[config.mk]
export PLATFORM = sky130hd
export DESIGN_NAME = mb20Control
export DESIGN_NICKNAME = d
export VERILOG_FILES = /design/src/logic/kl10MemPkg.sv /design/src/logic/mb20CyclePkg.sv /design/src/logic/mb20Control.sv
export VERILOG_INCLUDE_DIRS = /design/src /design/src/logic
export SDC_FILE = /design/constraint.sdc
export NUM_CORES = 1
export LEC_CHECK = 0
export ABC_CLOCK_PERIOD_IN_PS = 2600
export BUFFER_PORTS_ARGS = -buffer_cell sky130_fd_sc_hd__buf_2
export CORE_MARGIN = 10
export CORE_UTILIZATION = 35
export CTS_BUF_LIST = sky130_fd_sc_hd__clkbuf_16
export DETAILED_ROUTE_END_ITERATION = 10
export PLACE_DENSITY = 0.64
export SLEW_MARGIN = 40
export SYNTH_ARGS = -nofsm -noshare
export SYNTH_HDL_FRONTEND = slang
export SYNTH_SLANG_ARGS = --single-unit
[constraint.sdc]
create_clock -name mbus -period 2.6 [get_ports mbus]
set_clock_uncertainty 0.15 [all_clocks]
set_input_delay 0.13 -clock mbus [delete_from_list [all_inputs] [get_ports mbus]]
set_output_delay 0.13 -clock mbus [all_outputs]
set_load 0.05 [all_outputs]
[src/logic/mb20_config.svh]
////////////////////////////////////////
// Sizes and register codes for one MB20 box
// LOCAL_BITS must stay below ADDR_BITS
////////////////////////////////////////
`ifndef MB20_CONFIG_SVH
`define MB20_CONFIG_SVH

// Bus word address, MEM ADR 14-35
`define MB20_ADDR_BITS 22

// Address bits decoded inside the box
`define MB20_LOCAL_BITS 12

// Upper address bits compared against the base switches
`define MB20_BASE_BITS (`MB20_ADDR_BITS - `MB20_LOCAL_BITS)

// Words held in the core array
`define MB20_MEM_WORDS (1 << `MB20_LOCAL_BITS)

// Data word width
`define MB20_WORD_BITS 36

// Configuration register selectors
`define MB20_SEL_BASE 2'd0
`define MB20_SEL_ENABLE 2'd1
`define MB20_SEL_COUNT 2'd2

`endif

[src/logic/kl10MemPkg.sv]
////////////////////////////////////////
// Memory path types, sized from mb20_config.svh
////////////////////////////////////////
`default_nettype none

`include "mb20_config.svh"

package kl10MemPkg;

  // One 36-bit KL10 word
  typedef logic [`MB20_WORD_BITS-1:0] tWord36;

  // Full bus word address
  typedef logic [`MB20_ADDR_BITS-1:0] tMemAddr;

  // Index into the core array of this box
  typedef logic [`MB20_LOCAL_BITS-1:0] tLocalAddr;

  // Upper address bits that select this box
  typedef logic [`MB20_BASE_BITS-1:0] tBaseAddr;

  // MEM RQ 0-3, bit k asks for quad slot k
  typedef logic [3:0] tRqMask;

endpackage

`default_nettype wire

[src/logic/mb20CyclePkg.sv]
////////////////////////////////////////
// Sequencer and config port types
////////////////////////////////////////
`default_nettype none

package mb20CyclePkg;

  // Phase sequencer states
  // ACKN and DATA alternate per slot, DONE is the last data slot
  typedef enum logic [1:0] {
    IDLE,
    ACKN,
    DATA,
    DONE
  } tPhaseState;

  // Configuration register select
  typedef logic [1:0] tCfgSel;

endpackage

`default_nettype wire

[src/logic/mb20Control.sv]
////////////////////////////////////////
// Base, enable and cycle count registers
// Writes land on the next edge, readback is combinational
////////////////////////////////////////
`timescale 1ns/1ps
`default_nettype none

`include "mb20_config.svh"

module mb20Control (
  input  wire logic                 mbus,
  input  wire logic                 reset,
  input  wire logic                 cfgWrite,
  input  wire mb20CyclePkg::tCfgSel cfgSel,
  input  wire kl10MemPkg::tWord36   cfgData,
  input  wire logic                 acceptedA,
  input  wire logic                 acceptedB,
  output kl10MemPkg::tWord36        cfgRdData,
  output kl10MemPkg::tBaseAddr      baseAddr,
  output logic                      memEnable
);

  import kl10MemPkg::*;

  // Accepted cycles from both phases
  tWord36 cycleCount;

  // Strobe decodes for each register
  logic wrBase;
  logic wrEnable;
  logic wrCount;

  assign wrBase   = cfgWrite && (cfgSel == `MB20_SEL_BASE);
  assign wrEnable = cfgWrite && (cfgSel == `MB20_SEL_ENABLE);
  assign wrCount  = cfgWrite && (cfgSel == `MB20_SEL_COUNT);

  // Switch-style base and enable bit steer both sequencers
  always_ff @(posedge mbus) begin
    if (reset) begin
      baseAddr  <= '0;
      memEnable <= 1'b0;
    end else begin
      if (wrBase) begin
        baseAddr <= tBaseAddr'(cfgData);
      end
      if (wrEnable) begin
        memEnable <= cfgData[0];
      end
    end
  end

  // Both phases may accept on the same edge, so add each strobe
  always_ff @(posedge mbus) begin
    if (reset || wrCount) begin
      cycleCount <= '0;
    end else begin
      cycleCount <= cycleCount + tWord36'(acceptedA) + tWord36'(acceptedB);
    end
  end

  // Readback of the selected register
  always_comb begin
    case (cfgSel)
      `MB20_SEL_BASE:   cfgRdData = tWord36'(baseAddr);
      `MB20_SEL_ENABLE: cfgRdData = tWord36'(memEnable);
      `MB20_SEL_COUNT:  cfgRdData = cycleCount;
      default:          cfgRdData = '0;
    endcase
  end

endmodule

`default_nettype wire

## After elaboration in Yosys (flattened, before gate mapping)

Cells that the tools add are included.

- Bits in registers: 47
- Bits in latches: 0
- RAM bits: 0
- Memory bits (read-only): 0
- Bits of input ports: 43
- Output and inout bits: 47
- Logic and storage cells: 13
- Memories: 0

- Add/subtract/negate cells: 2
- $mul: 0
- Div/mod/pow operators: 0
- Magnitude comparators: 0
- Eq/ne operators: 2
- Shifts and indexed selects: 0
- Mux-type cells: 1
- Bitwise operators: 0
- Reduce and logical (&&, ||, !) cells: 5

Operator list:

| operator | count |
|---|---|
| case mux 36 bit (3 select lines) | 1 |
| adder 36 x 1 -> 36 bit | 2 |
| logical AND 1 bit | 3 |
| equality test 2 x 1 -> 1 bit (second input constant) | 1 |
| equality test 2 bit (second input constant) | 1 |
| zero test 2 bit | 1 |
| logical OR 1 bit | 1 |

## Longest topological paths before layout

- Word-level depth: 3
- Gate-level depth with buffers: 9
- Gate-level depth less buffers: 8

## Least setup slack after synthesis

No wires, ideal clock.

- Kind: register to register
- From: reg cycleCount[0]
- To: reg cycleCount[26]
- Arrival time: 2194 ps
- Data required time: 2379 ps
- Setup slack: 185 ps
- Stages on the path, launching flop included: 10
- Buffers on the path: 1
- Clock period less this slack: 2415 ps
- Cell sequence: dfxtp_1 > inv_1 > fa_1 > inv_1 > ha_1 > and3_1 > clkbuf_1 > nand4_1 > or4_1 > a21oi_1

- Longest elaborated chain between the ends: 2

RTL lines:

| what | line | RTL |
|---|---|---|
| from (decl) | mb20Control.sv:26 | `tWord36 cycleCount;` |
| from (signal assigned) | mb20Control.sv:57 | `cycleCount <= cycleCount + tWord36'(acceptedA) + tWord36'(acceptedB);` |
| adder 36 x 1 -> 36 bit (2 in series) | mb20Control.sv:57 |  |

No other way between the ends.
A chain may end at the register's enable or synchronous reset.

## Worst setup path in the final report

- From: reg cycleCount[0]
- To: reg cycleCount[31]

Same word-level chain as after synthesis.

==> impl_metrics.env <==
export IMPL_end_kind="register"
export IMPL_largest_net_degree_at_the_start_of_global_routing=34
export IMPL_yosys_warnings=0
export IMPL_clock_pin_slew_on_the_worst_setup_and_hold_paths_ns=0.06
export IMPL_setup_total_negative_slack_ns=0
export IMPL_detail_route_vias_per_cell=5.05
export IMPL_cap_viol_max_count=0
export IMPL_worst_endpoint_required_ns=2.66
export IMPL_postCtsSetupBuffers=0
export IMPL_post_detailed_route_wirelength_per_cell_um=14.0
export IMPL_ys_top_cells_by_area="dfxtp_1 38%, mux2i_1 8.8%, and2_1 7.2%, nor2_1 5.5%, o31ai_1 3.9%"
export IMPL_syn_nets=344
export IMPL_dieArea_um2=10900
export IMPL_die_y_um=105
export IMPL_powerDensity_nw_per_um2=497
export IMPL_timing_final_hold_violations=0
export IMPL_cp_data_arrival_time_ns=2.49
export IMPL_antenna_found_initial=0
export IMPL_cts_tree="yes"
export IMPL_initial_utilization=0.364
export IMPL_setup_viol=0
export IMPL_core_um2=6870
export IMPL_commonest_register_cell_after_synthesis="dfxtp_1"
export IMPL_netlist_area_um2=2500
export IMPL_result_of_the_run="finished clean"
export IMPL_worst_skew_pair_late_latency_ns=0.28
export IMPL_final_min_clock_period_ns=2.43
export IMPL_tightest_slew_ns=0.646
export IMPL_finalNetCount=412
export IMPL_crit_path_max_fanout=9
export IMPL_ant_cells=0
export IMPL_async_flop_share=0
export IMPL_final_layout_size_suffix_gt1_frac=0.239
export IMPL_min_delay_path_class="in -> reg"
export IMPL_routed_via_count=2344
export IMPL_wl_um=6480
export IMPL_design_portCount=90
export IMPL_drcViolationCount=0
export IMPL_cts_max_path_buffers=2
export IMPL_postSynthAreaPerCell_um2=8.37
export IMPL_overflow=0
export IMPL_io_buffer_count=63
export IMPL_most_area_hungry_cell_type_in_the_yosys_netlist="dfxtp_1"
export IMPL_fillerInstances=667
export IMPL_post_layout_instance_area_um2=3200
export IMPL_timing_fmax_mhz=412
export IMPL_areaGrowthSynthToFinish_pct=28.0
export IMPL_p_leak_nw=1.32
export IMPL_placed_area_um2=2940
export IMPL_drt_iter0_markers=67
export IMPL_final_max_slew_violation_count=0
export IMPL_netlist_cell_type_count=36
export IMPL_critPathLaunchType="register"
export IMPL_final_antenna_net_count=0
export IMPL_final_worst_hold_slack_ns=0.0409
export IMPL_critical_path_slowest_cell="or4_4"
export IMPL_clock_tree_root_cell="clkbuf_16"
export IMPL_path_cells="inv_1 -> fa_1 -> nand4b_1 -> or4_4 -> or4_1 -> a21oi_1"
export IMPL_period_share=0.934
export IMPL_final_setup_worst_slack_ns=0.172
export IMPL_grt_first_pass_wirelength_um=10900
export IMPL_vdd_drop_max_mv=0.349
export IMPL_drt_first_pass_iters=4
export IMPL_placed_cells_incl_taps=446
export IMPL_clock_sinks=47
export IMPL_synth_top_cells_by_count="47 x dfxtp_1, 37 x nor2_1, 29 x and2_1"
export IMPL_std_cell_rows=30
export IMPL_hpwlAfterDp_um=4690
export IMPL_grt_setup_unrepaired="no"
export IMPL_die_x_um=105
export IMPL_number_of_flops_mapped_to_enable_cells_by_yosys=0
export IMPL_routability_cong=0.755
export IMPL_synth_largest_type_area_fraction=0.376
export IMPL_grt_util_all_layers=0.117
export IMPL_pre_cts_slack_ns=0.0873
export IMPL_tritoncts_num_buffers=5
export IMPL_critPathKind="reg -> reg"
export IMPL_vias_in_the_first_global_route=2250
export IMPL_yosys_cell_count_top_type="dfxtp_1"
export IMPL_max_stage_delay_ns=0.56
export IMPL_htree_levels=2
export IMPL_synth_yosys_seq_area_share=0.376
export IMPL_flop_and_latch_count_out_of_synthesis=47
export IMPL_post_layout_nonfiller_instances=464
export IMPL_max_slew_margin=0.570
export IMPL_netlist_instances=299
==> flip-flops by register name, indices dropped and copies added, names as in the netlist <==
signal	count
cycleCount	36
baseAddr	10
memEnable	1
==> worst max-delay path, delay by kind of cell (launching register included) <==
| kind | cells | cell delay (ns) |
|---|---|---|
| flops | 1 | 0.34 |
| simple gates | 3 | 1.28 |
| compound gates | 1 | 0.15 |
| buf+inv | 1 | 0.05 |
| fa+ha+maj | 1 | 0.39 |
==> power breakdown <==
group | leakage, nW | switching [mW] | internal (mW)
sequential | 0.380 | 0.00795 | 0.731
combinational | 0.856 | 0.0891 | 0.0531
clock | 0.0812 | 0.263 | 0.448
==> cells by family after synthesis <==
family / share of synthesized area
buffers and inverters: 0.0485
xor gates and xnor gates: 0.0525
and+or+nand+nor: 0.332
AOI/OAI and AO/OA: 0.0900
DFF: 0.376
adders and majority gates: 0.0130
muxes: 0.0880
==> cell type report <==
cell class / count / area [um2] / share of cell area
multi-input combinational: 221 / 1450 / 0.453
clock inverter: 3 / 38.8 / 0.0121
timing repair buffer: 84 / 498 / 0.155
sequential: 47 / 941 / 0.294
clock buffer: 5 / 125 / 0.0390
tap: 96 / 120 / 0.0375
inverter: 8 / 30.0 / 0.00937
==> worst paths after layout <==
kind	startpoint	to	slack [ns]	cells after the start
setup / recovery	cycleCount[0]$_SDFF_PP0_	cycleCount[31]$_SDFF_PP0_	0.17	6
hold reg to reg	cycleCount[35]$_SDFF_PP0_	cycleCount[35]$_SDFF_PP0_	0.33	2
setup reg to reg	cycleCount[0]$_SDFF_PP0_	cycleCount[31]$_SDFF_PP0_	0.17	6
hold / removal	reset	baseAddr[6]$_SDFFE_PP0P_	0.04	2
==> timing repair <==
action,4_1_cts,5_1_grt
hold buffers,10,0
endpoints found under the hold margin,11,0
setup endpoints to repair,0,4
gates resized for setup,0,2
==> per-layer routing <==
layer  vias up  part of all wire  GRT usage
li1       1200                 -          -
met1      1086              0.44      0.140
met2        54              0.49      0.199
met3         4             0.067     0.0405
met4         0            0.0062     0.0235
met5         -                 0          0
==> cell usage in the layout (no fill, tap or decap), types with 2 or more instances in the layout <==
cell type	Yosys	final
nor4_1	4	4
dlygate4sd3_1	0	10
nor2_1	37	37
and2_1	29	29
nand2_1	10	10
or3_1	4	4
o21ai_0	4	4
and4_1	6	6
nor3_1	4	4
clkbuf_16	0	5
and3_2	1	2
inv_1	8	8
and3b_1	2	2
xor2_1	7	7
nand4_1	15	15
o31ai_1	13	13
a21oi_1	17	17
buf_2	4	63
or4_1	13	12
dfxtp_1	47	47
nand3_1	11	11
xnor2_1	8	8
mux2i_1	22	22
buf_4	0	11
==> stage by stage <==
| step | power (mW) | utilization |
|---|---|---|
| 3_3_place_gp | 0.885 | 0.427 |
| 5_1_grt | 1.65 | 0.466 |
| 3_5_place_dp | 0.888 | 0.427 |
| 4_1_cts | 1.61 | 0.466 |
| 2_1_floorplan | 0.848 | - |
| 6_report | 1.59 | 0.466 |
(Power assumes the default switching activity.)
