[src/logic/mb20_config.svh]
////////////////////////////////////////
// Sizes and register codes for one MB20 box
// LOCAL_BITS must stay below ADDR_BITS
////////////////////////////////////////
`ifndef MB20_CONFIG_SVH
`define MB20_CONFIG_SVH

// Bus word address, MEM ADR 14-35
`define MB20_ADDR_BITS 22

// Address bits decoded inside the box
`define MB20_LOCAL_BITS 12

// Upper address bits compared against the base switches
`define MB20_BASE_BITS (`MB20_ADDR_BITS - `MB20_LOCAL_BITS)

// Words held in the core array
`define MB20_MEM_WORDS (1 << `MB20_LOCAL_BITS)

// Data word width
`define MB20_WORD_BITS 36

// Configuration register selectors
`define MB20_SEL_BASE 2'd0
`define MB20_SEL_ENABLE 2'd1
`define MB20_SEL_COUNT 2'd2

`endif

[src/logic/kl10MemPkg.sv]
////////////////////////////////////////
// Memory path types, sized from mb20_config.svh
////////////////////////////////////////
`default_nettype none

`include "mb20_config.svh"

package kl10MemPkg;

  // One 36-bit KL10 word
  typedef logic [`MB20_WORD_BITS-1:0] tWord36;

  // Full bus word address
  typedef logic [`MB20_ADDR_BITS-1:0] tMemAddr;

  // Index into the core array of this box
  typedef logic [`MB20_LOCAL_BITS-1:0] tLocalAddr;

  // Upper address bits that select this box
  typedef logic [`MB20_BASE_BITS-1:0] tBaseAddr;

  // MEM RQ 0-3, bit k asks for quad slot k
  typedef logic [3:0] tRqMask;

endpackage

`default_nettype wire

[src/logic/mb20CyclePkg.sv]
////////////////////////////////////////
// Sequencer and config port types
////////////////////////////////////////
`default_nettype none

package mb20CyclePkg;

  // Phase sequencer states
  // ACKN and DATA alternate per slot, DONE is the last data slot
  typedef enum logic [1:0] {
    IDLE,
    ACKN,
    DATA,
    DONE
  } tPhaseState;

  // Configuration register select
  typedef logic [1:0] tCfgSel;

endpackage

`default_nettype wire

[src/logic/mb20Phase.sv]
////////////////////////////////////////
// One bus phase, quad cycles only, no read-pause-write
// A start while busy is dropped
////////////////////////////////////////
`timescale 1ns/1ps
`default_nettype none

`include "mb20_config.svh"

module mb20Phase (
  input  wire logic                 mbus,
  input  wire logic                 reset,
  input  wire logic                 start,
  input  wire logic                 rdRq,
  input  wire logic                 wrRq,
  input  wire kl10MemPkg::tMemAddr  adr,
  input  wire kl10MemPkg::tRqMask   rq,
  input  wire kl10MemPkg::tWord36   dOut,
  input  wire logic                 validOut,
  input  wire kl10MemPkg::tBaseAddr baseAddr,
  input  wire logic                 memEnable,
  input  wire kl10MemPkg::tWord36   portRData,
  input  wire logic                 portParity,
  output logic                      ackn,
  output logic                      validIn,
  output kl10MemPkg::tWord36        dIn,
  output logic                      parIn,
  output logic                      accepted,
  output kl10MemPkg::tLocalAddr     portAddr,
  output logic                      portWrite,
  output kl10MemPkg::tWord36        portWData
);

  import kl10MemPkg::*;
  import mb20CyclePkg::*;

  tPhaseState state;

  // Slot being worked on, 0..3
  logic [1:0] slot;

  // Latched at start
  tRqMask    mask;
  logic      isWrite;
  tLocalAddr startLocal;

  // Start qualification
  logic addrHit;
  logic oneKind;
  logic accept;

  // Slot decode
  logic       slotReq;
  logic       dataSlot;
  logic [1:0] wordLo;

  // Upper bits must land on this box
  assign addrHit = (adr[`MB20_ADDR_BITS-1:`MB20_LOCAL_BITS] == baseAddr);
  // Read-pause-write is not served
  assign oneKind = rdRq ^ wrRq;
  assign accept  = start && (state == IDLE) && memEnable && oneKind && addrHit;

  always_ff @(posedge mbus) begin
    if (reset) begin
      state    <= IDLE;
      slot     <= '0;
      accepted <= 1'b0;
    end else begin
      accepted <= accept;
      case (state)
        IDLE: begin
          slot <= '0;
          if (accept) begin
            state <= ACKN;
          end
        end
        // Last slot's data cycle is DONE, so IDLE lands at T+9
        ACKN: state <= (slot == 2'd3) ? DONE : DATA;
        DATA: begin
          slot  <= slot + 2'd1;
          state <= ACKN;
        end
        DONE: state <= IDLE;
        default: state <= IDLE;
      endcase
    end
  end

  // Cycle parameters, only looked at while busy
  always_ff @(posedge mbus) begin
    if (accept) begin
      mask       <= rq;
      isWrite    <= wrRq;
      startLocal <= adr[`MB20_LOCAL_BITS-1:0];
    end
  end

  assign slotReq  = mask[slot];
  assign dataSlot = (state == DATA) || (state == DONE);

  // Word within the quad wraps, upper local bits stay
  assign wordLo   = startLocal[1:0] + slot;
  assign portAddr = {startLocal[`MB20_LOCAL_BITS-1:2], wordLo};

  // Address goes out in ACKN so read data is ready in the data cycle
  assign ackn    = (state == ACKN) && slotReq;
  assign validIn = dataSlot && !isWrite && slotReq;

  // Bus data is quiet outside valid read slots
  assign dIn   = validIn ? portRData : '0;
  assign parIn = validIn && portParity;

  // Write data only stored when the requester marks it valid
  assign portWrite = dataSlot && isWrite && slotReq && validOut;
  assign portWData = portWrite ? dOut : '0;

  // Requester started a new cycle before this one finished
  property pNoStartWhenBusy;
    @(posedge mbus) disable iff (reset) start |-> (state == IDLE);
  endproperty

  aNoStartWhenBusy: assert property (pNoStartWhenBusy)
    else $warning("MB20 phase %m: start while busy, ignored");

  // validOut belongs in the data cycle of an accepted write
  property pValidOutInWriteSlot;
    @(posedge mbus) disable iff (reset) validOut |-> (dataSlot && isWrite);
  endproperty

  aValidOutInWriteSlot: assert property (pValidOutInWriteSlot)
    else $error("MB20 phase %m: validOut outside a write data slot");

endmodule

`default_nettype wire

[config.mk]
export PLATFORM = sky130hd
export DESIGN_NAME = mb20Phase
export DESIGN_NICKNAME = d
export VERILOG_FILES = /design/src/logic/kl10MemPkg.sv /design/src/logic/mb20CyclePkg.sv /design/src/logic/mb20Phase.sv
export VERILOG_INCLUDE_DIRS = /design/src /design/src/logic
export SDC_FILE = /design/constraint.sdc
export NUM_CORES = 1
export LEC_CHECK = 0
export BUFFER_PORTS_ARGS = -buffer_cell sky130_fd_sc_hd__buf_2
export CORE_AREA = 3 3 79 81
export CTS_CLUSTER_SIZE = 40
export DETAILED_ROUTE_END_ITERATION = 10
export DIE_AREA = 0 0 82 84
export HOLD_SLACK_MARGIN = 0.08
export MAX_ROUTING_LAYER = met4
export PLACE_DENSITY = 0.77
export REMOVE_ABC_BUFFERS = 1
export SLEW_MARGIN = 10
export SYNTH_ARGS = -nofsm -noshare
export SYNTH_HDL_FRONTEND = slang
export SYNTH_SLANG_ARGS = --single-unit
[constraint.sdc]
create_clock -name mbus -period 5.2 [get_ports mbus]
set_clock_uncertainty 0.15 [all_clocks]
set_input_delay 0.26 -clock mbus [delete_from_list [all_inputs] [get_ports mbus]]
set_output_delay 0.26 -clock mbus [all_outputs]
set_load 0.05 [all_outputs]
**Word level (Yosys, flattened, before mapping)**

Cells that the tools add are included.

- Memories: 0
- Flip-flop bits (word level): 22
- Memory bits (writable): 0
- Latch bits: 0
- Output and inout bits: 89
- Word-level logic and storage cells: 39
- Bits in read-only memories: 0

- Reduce and logical (&&, ||, !) cells: 15
- Mux-type cells: 8
- Multiply operators: 0
- Add/subtract/negate cells: 2
- Equality and inequality tests: 6
- Shifts and indexed selects: 0
- Bitwise logic cells: 1
- Div/mod/pow operators: 0
- $lt $le $gt $ge: 1

Operators with widths:

| operator | count |
|---|---|
| 2-to-1 mux 36 bit | 2 |
| logical AND 1 bit | 11 |
| == test 10 bit | 1 |
| case mux 2 bit (4 select lines) | 1 |
| == test 2 bit (second input constant) | 3 |
| case mux 2 bit (2 select lines) | 1 |
| < comparator 2 x 3 -> 1 bit (second input constant) | 1 |
| adder 2 x 1 -> 2 bit (second input constant) | 1 |
| adder 2 bit | 1 |
| binary-select mux 1 bit (select 2 bit) | 1 |
| == test 2 x 1 -> 1 bit (second input constant) | 1 |
| logical NOT 2 bit | 1 |
| 2-to-1 mux 1 bit | 2 |
| 2-to-1 mux 2 bit | 1 |
| != test 2 bit (second input constant) | 1 |
| nonzero test 2 bit | 1 |
| logical NOT 1 bit | 1 |
| logical OR 1 bit | 1 |
| XOR 1 bit | 1 |

**Longest topological paths before layout**

Gate-level depths: netlist of the first run.

- Depth after elaboration: 7
- Gate-level depth with buffers: 5
- Mapped depth without buffers: 4

**Least setup slack after synthesis of the first run**

No wires, ideal clock.

- Path kind: reg2reg
- Start: reg state[0]
- End: reg isWrite, enable pin
- Stages on the path, launching flop included: 4
- Path buffers: 0
- Path slack: 2,566 ps
- Arrival: 2,072 ps
- Path through: dfxtp_1 nor4bb_1 nand4_1 nor3_1

- Cells in the longest elaborated chain, start to end: 5

Ends and longest elaborated chain:

| what | line | RTL |
|---|---|---|
| from (decl) | mb20Phase.sv:37 | `tPhaseState state;` |
| from (signal assigned) | mb20Phase.sv:78 | `ACKN: state <= (slot == 2'd3) ? DONE : DATA;` |
| logical NOT 2 bit | mb20Phase.sv:61 | `assign accept = start && (state == IDLE) && memEnable && oneKind && addrHit;` |
| logical AND 1 bit (4 in a row) | mb20Phase.sv:61 |  |
| net accept | mb20Phase.sv:50 | `logic accept;` |
| to (signal assigned) | mb20Phase.sv:93 | `isWrite <= wrRq;` |
| to (decl) | mb20Phase.sv:44 | `logic isWrite;` |

The timed path passes the listed nets, and every way through them passes these cells.
A chain may end at the register's enable or synchronous reset.

**Final worst setup path of the first run**

- Start: reg slot[0]
- End: out dIn[13]

- Cells in the longest elaborated chain, start to end: 4

Ends and longest elaborated chain:

| what | line | RTL |
|---|---|---|
| from (decl) | mb20Phase.sv:40 | `logic [1:0] slot;` |
| from (signal assigned) | mb20Phase.sv:80 | `slot <= slot + 2'd1;` |
| binary-select mux 1 bit (select 2 bit) | mb20Phase.sv:98 | `assign slotReq = mask[slot];` |
| 2-to-1 mux 1 bit (not written as such) | mb20Phase.sv:98 |  |
| logical AND 1 bit | mb20Phase.sv:107 | `assign validIn = dataSlot && !isWrite && slotReq;` |
| 2-to-1 mux 36 bit | mb20Phase.sv:110 | `assign dIn = validIn ? portRData : '0;` |
| to (decl) | mb20Phase.sv:26 | `output kl10MemPkg::tWord36 dIn,` |

Every way passes these cells. The select of a mux whose other input is x is not followed.

==> impl_metrics.py, run 1 <==
metrics = {
    "global_route": {
        "met3_usage_pct": 3.56,
        "grt.overflow.total": 0,
        "grt_pass1_vias": 1665,
        "grt_antenna_before_repair": 0,
        "grt_first_pass_wirelength_mm": 7.97,
        "grtUsageMet2_pct": 29.2,
        "grt_max_degree": 39,
        "grt_usage_pct": 15.0,
        "grt.busiest_layer": "met2",
        "use_met1_pct": 13.8,
    },
    "cts": {
        "htree_levels": 1,
        "cts_buffer_depth": 2,
        "hold_buffers": 18,
        "worst_skew_pair.late_latency_ps": 250,
        "cts_buffers": 3,
        "clock-root-buffer": "clkbuf_8",
        "post-cts-setup-buffers": 0,
        "cts_resized": 0,
        "path_clk_slew_ps": 70,
        "cts_tree": "done",
        "cts.sinks": 22,
    },
    "placed_design": {
        "pre_cts_slack_ps": 2710,
        "dpl.hpwl_mm": 4.42,
        "routabilityCongestion": 0.719,
        "portBuffers": 204,
    },
    "pwr": {
        "total_leakage_power_nw": 1.60,
        "netSwitchingFraction_pct": 17.6,
        "p_seq_share_pct": 46.1,
        "ir_worst_vdd_v": 0.000188,
        "finalPower_mw": 0.409,
        "pwr_density_cell_nw_per_um2": 145,
        "comb_power_share_pct": 16.2,
        "p_switching_mw": 0.0721,
        "clockPowerShare_pct": 37.7,
        "intPower_mw": 0.337,
    },
    "min_path": {
        "worstHoldPathType": "in -> reg",
    },
    "detailed_routing": {
        "postRouteAntennaNets": 0,
        "avgViaCountPerCell": 4.15,
        "wl_per_cell_um": 12.7,
        "drc": 0,
        "drt-initial-drc-count": 17,
        "dr.pass1.iters": 4,
        "num_vias": 1786,
        "totalWireLength_mm": 5.47,
    },
    "timing": {
        "layout_setup_ws_ps": 2530,
        "setup_tns_ps": 0,
        "max_freq_mhz": 375,
        "hold_viol": 0,
        "tightest_slew_ps": 1150,
        "setup_viol": 0,
        "slew_viol_final": 0,
        "slew_headroom_pct": 22.8,
        "rsz0062_at_grt": "no",
        "finalCritPeriodShare_pct": 51.3,
        "period_needed_ps": 2670,
    },
    "synthesis": {
        "ys_types": 24,
        "synth_area_per_cell_um2": 10.7,
        "ys_warn_count": 0,
        "synth-seq-cells": 22,
        "ys_top_cells_by_area": "edfxtp_1 (32%), and2_1 (17%), and2_4 (16%)",
        "yosysSeqAreaShare_pct": 37.9,
        "synth_top_area_cell": "edfxtp_1",
        "synthesis.area_um2": 1610,
        "netlist.area_leader.share_pct": 31.7,
        "synthCells": 150,
    },
    "layout": {
        "fin_nets": 477,
        "final_cell_mix": "buf_2 (204), and2_1 (44), and2_4 (29), dlygate4sd3_1 (18), edfxtp_1 (17)",
        "syn2layout_area_growth_pct": 75.1,
        "diodes": 0,
        "final_common_cell": "buf_2",
        "drive_gt1_share_pct": 67.0,
    },
    "floorplanning": {
        "die_area_um2": 6890,
        "die_w_um": 82,
        "rows": 27,
        "die_h_um": 84,
        "start_util_pct": 29.1,
        "io_pins": 205,
        "core_um2": 5540,
    },
    "worst_setup_path": {
        "cp.required_ps": 4790,
        "critPathArrivalTime_ps": 2260,
        "cp-start-kind": "flip-flop",
        "cp-end-kind": "output pin",
        "path_class": "reg -> out",
        "worst-path-max-fanout": 38,
    },
    "run": {
        "drv_cap": 0,
    },
    "outcome": {
        "status": "completed",
    },
}
layout make-up:
type / count / area (um2)
multi-input combinational: 110 / 847
clock inverter: 1 / 30.0
timing repair buffer: 222 / 1200
sequential: 22 / 611
tap: 72 / 90.1
clock buffer: 3 / 41.3
fill: 511 / 2720
final timing paths:
kind | startpoint | to | slack [ps] | depth (start not counted)
min | adr[13] | state[0]$_SDFFE_PP0P_ | 190 | 4
min reg2reg | state[1]$_SDFFE_PP0P_ | state[1]$_SDFFE_PP0P_ | 370 | 1
max reg2reg | state[0]$_SDFFE_PP0P_ | mask[1]$_DFFE_PP_ | 2740 | 3
max | slot[0]$_SDFFE_PP0P_ | dIn[13] | 2530 | 4
logic make-up after synthesis:
family	Yosys count	share of synthesized area, %
AO/OA/AOI/OAI	3	1.48
XOR/XNOR	13	7.07
adder cells (fa/ha/maj)	2	1.55
buffers and inverters	18	9.79
flip-flops	22	37.9
multiplexers	2	2.02
AND/OR/NAND/NOR	90	40.2
registers in the layout, indices dropped and copies added, names as in the netlist:
signal	count
slot	2
isWrite	1
accepted	1
startLocal	12
state	2
mask	4
critical path, cell delays in order (launching register included):
cell and delay, ps:
dfxtp_1 360, mux4_2 380, and3b_1 740, and2_1 250, buf_2 270
synth_stat cells (all sizes together):
master	count
a22oi	1
and2	73
and3b	3
and4	1
buf	17
clkbuf	1
dfxtp	5
edfxtp	17
ha	2
mux2i	1
mux4	1
nand4	6
nor2	2
nor2b	1
nor3	1
nor3b	1
nor4	1
nor4bb	1
o21bai	1
o41ai	1
xnor2	12
xor2	1
power groups by stage:
stage                     registers, mW  clock network (mW)  logic (mW)
final                             0.189               0.154      0.0662
after global routing              0.189               0.165      0.0734
after CTS                         0.189               0.156      0.0660
after detailed placement          0.193                   0      0.0551
after global placement            0.193                   0      0.0542
after floorplan                   0.193                   0      0.0115
per-stage QoR:
stage	cells	util (%)	area, um2	hold WS, ps
floorplan	132	-	1450	182
global placement	408	46.4	2570	287
detailed placement	408	46.4	2570	288
CTS	430	50.9	2820	184
global route	430	50.9	2820	237
finish	430	50.9	2820	186
layer usage:
metal  part of all wire (%)  up-vias
li1                       -      903
met1                     33      772
met2                     54      105
met3                     12        6
met4                    1.3        0
met5                      0        -
Note: power is estimated with default switching activity, not from simulation.
==> run 2: changes to the inputs <==
- CORE_AREA: 3 3 79 81 -> 3 3 78 80
- DIE_AREA: 0 0 82 84 -> 0 0 81 83
- PLACE_DENSITY: 0.77 -> 0.78
- clock period: 5.2 -> 2.5 ns (I/O delays scaled with it)
==> run 2 against run 1 <==
  * Largest cell class unchanged
  * Total power grew 110%
  * Routed wire length grew 1.9%
  * Clock power grew 110%
  * Sequential power grew 110%
==> impl_metrics.py, run 2 (synthesis gave the netlist of run 1 again) <==
metrics = {
    "placed_design": {
        "routabilityCongestion": 0.689,
        "placed_cells": 409,
        "dpl.hpwl_mm": 4.44,
        "portBuffers": 204,
    },
    "worst_setup_path": {
        "rr_endpoint": "mask[0]$_DFFE_PP_",
        "path_class": "reg -> out",
        "rr_worst_depth": 4,
        "slowest_stage": "mux4_2",
        "critical_path.top_delay_family": "simple AND/OR/NAND/NOR gates",
        "cp_num_buf_inv": 1,
        "path_cells": "mux4_2 > and3b_2 > and2_1 > buf_2",
        "worst-path-max-fanout": 38,
        "cpPeakStageDelay_ps": 540,
        "cp.required_ps": 2230,
        "cp-end-kind": "output pin",
        "r2r_start": "state[0]$_SDFFE_PP0P_",
        "cp-start-kind": "flip-flop",
        "reg2reg_slack_ps": 570,
        "critPathArrivalTime_ps": 2050,
    },
    "layout": {
        "final_cell_mix": "buf_2 (204), and2_1 (44), and2_4 (29), dlygate4sd3_1 (20), edfxtp_1 (17)",
        "final_common_cell": "buf_2",
        "top_register": "startLocal",
        "drive_gt1_share_pct": 67.0,
        "diodes": 0,
        "top_regs": "startLocal x12, mask x4",
        "fin_nets": 480,
        "largest_reg_flops": 12,
        "syn2layout_area_growth_pct": 76.9,
        "finalNonFillerCells": 433,
    },
    "timing": {
        "finalCritPeriodShare_pct": 93.1,
        "setup_tns_ps": 0,
        "setup_viol": 0,
        "hold_viol": 0,
        "period_needed_ps": 2330,
        "rsz0062_at_grt": "no",
        "slew_viol_final": 0,
        "max_freq_mhz": 430,
        "slew_headroom_pct": 69.1,
        "tightest_slew_ps": 464,
    },
    "cts": {
        "cts_buffers": 3,
        "cts_buffer_depth": 2,
        "worst_skew_pair.late_latency_ps": 260,
        "htree_levels": 1,
        "clock-root-buffer": "clkbuf_8",
        "path_clk_slew_ps": 70,
        "cts_tree": "done",
        "cts.sinks": 22,
        "post-cts-setup-buffers": 0,
    },
    "detailed_routing": {
        "drt-initial-drc-count": 21,
        "avgViaCountPerCell": 4.15,
        "wl_per_cell_um": 12.9,
        "postRouteAntennaNets": 0,
        "num_vias": 1798,
        "dr.pass1.iters": 4,
        "totalWireLength_mm": 5.58,
        "drc": 0,
    },
    "pwr": {
        "ir_worst_vdd_v": 0.000369,
        "total_leakage_power_nw": 1.61,
        "pwr_density_cell_nw_per_um2": 301,
    },
    "min_path": {
        "worstHoldPathType": "in -> reg",
        "hold_start": "adr[21]",
        "hold-path-cell-count": 4,
        "hold_end": "state[0]$_SDFFE_PP0P_",
    },
    "global_route": {
        "grt.overflow.total": 0,
        "grt_usage_pct": 16.2,
        "grt_max_degree": 39,
        "grt_first_pass_wirelength_mm": 8.66,
        "grt_pass1_vias": 1816,
        "grt_antenna_before_repair": 0,
    },
    "floorplanning": {
        "rows": 27,
        "start_util_pct": 29.4,
        "die_h_um": 83,
        "io_pins": 205,
        "die_w_um": 81,
        "core_um2": 5470,
        "die_area_um2": 6720,
    },
    "outcome": {
        "status": "completed",
    },
    "run": {
        "drv_cap": 0,
    },
}
==> run 2: cell types whose count changed in the layout (fill, tap and decap cells not counted) <==
cell           change
buf_4              +1
and3b_1            -1
dlygate4sd3_1      +2
and3b_2            +1
==> run 2: worst max path at each step <==
stage,from,endpoint,slack (ps),cells after the start
2_1_floorplan,state[0]$_SDFFE_PP0P_,isWrite$_DFFE_PP_,-130,3
3_3_place_gp,slot[0]$_SDFFE_PP0P_,dIn[12],360,4
3_5_place_dp,slot[0]$_SDFFE_PP0P_,dIn[27],260,4
4_1_cts,slot[0]$_SDFFE_PP0P_,dIn[35],160,4
5_1_grt,slot[0]$_SDFFE_PP0P_,dIn[30],40,4
6_report,slot[0]$_SDFFE_PP0P_,dIn[27],170,4
==> run 2: metrics by stage <==
step | instance area (um2) | worst slack, ps | hold slack (ps) | utilization, % | power [mW]
after global placement | 2580 | 360 | 151 | 47.1 | 0.513
after global routing | 2850 | 37.5 | 84.5 | 52.1 | 0.896
after detailed placement | 2580 | 264 | 153 | 47.1 | 0.517
final | 2850 | 172 | 82.1 | 52.1 | 0.858
after floorplan | 1450 | -134 | 47.4 | - | 0.425
after CTS | 2850 | 162 | 86.5 | 52.1 | 0.859
==> run 2: area by class of cell <==
cell class	count	area (um2)
Multi-Input combinational cell	110	848
Clock inverter	1	30.0
Tap cell	72	90.1
Fill cell	495	2620
Clock buffer	3	41.3
Sequential cell	22	611
Timing Repair Buffer	225	1230
==> run 2: where the power goes <==
group          switching (mW)  internal (mW)  total, mW
combinational          0.0449         0.0980      0.143
clock                   0.109          0.214      0.323
sequential          0.0000357          0.393      0.393
==> run 2: layer usage <==
metal	part of all wire (%)	routed length (um)	up-vias	track usage, %
met4	0	0	0	1.38
met2	56	3110	99	32.7
met1	34	1870	791	16.0
met3	11	599	0	3.15
li1	-	-	908	-
met5	0	0	-	-
==> run 2: timing repair <==
action	in CTS	in global routing
hold buffers	20	0
hold endpoints to repair	22	0
gates resized for setup	1	0
endpoints found under the setup margin	37	0
==> run 2: worst register-to-register path, stage by stage (launching register included) <==
cell	delay, ps
dfxtp_1	370
nor4bb_1	430
nand4_1	200
nor3_2	220
buf_4	260
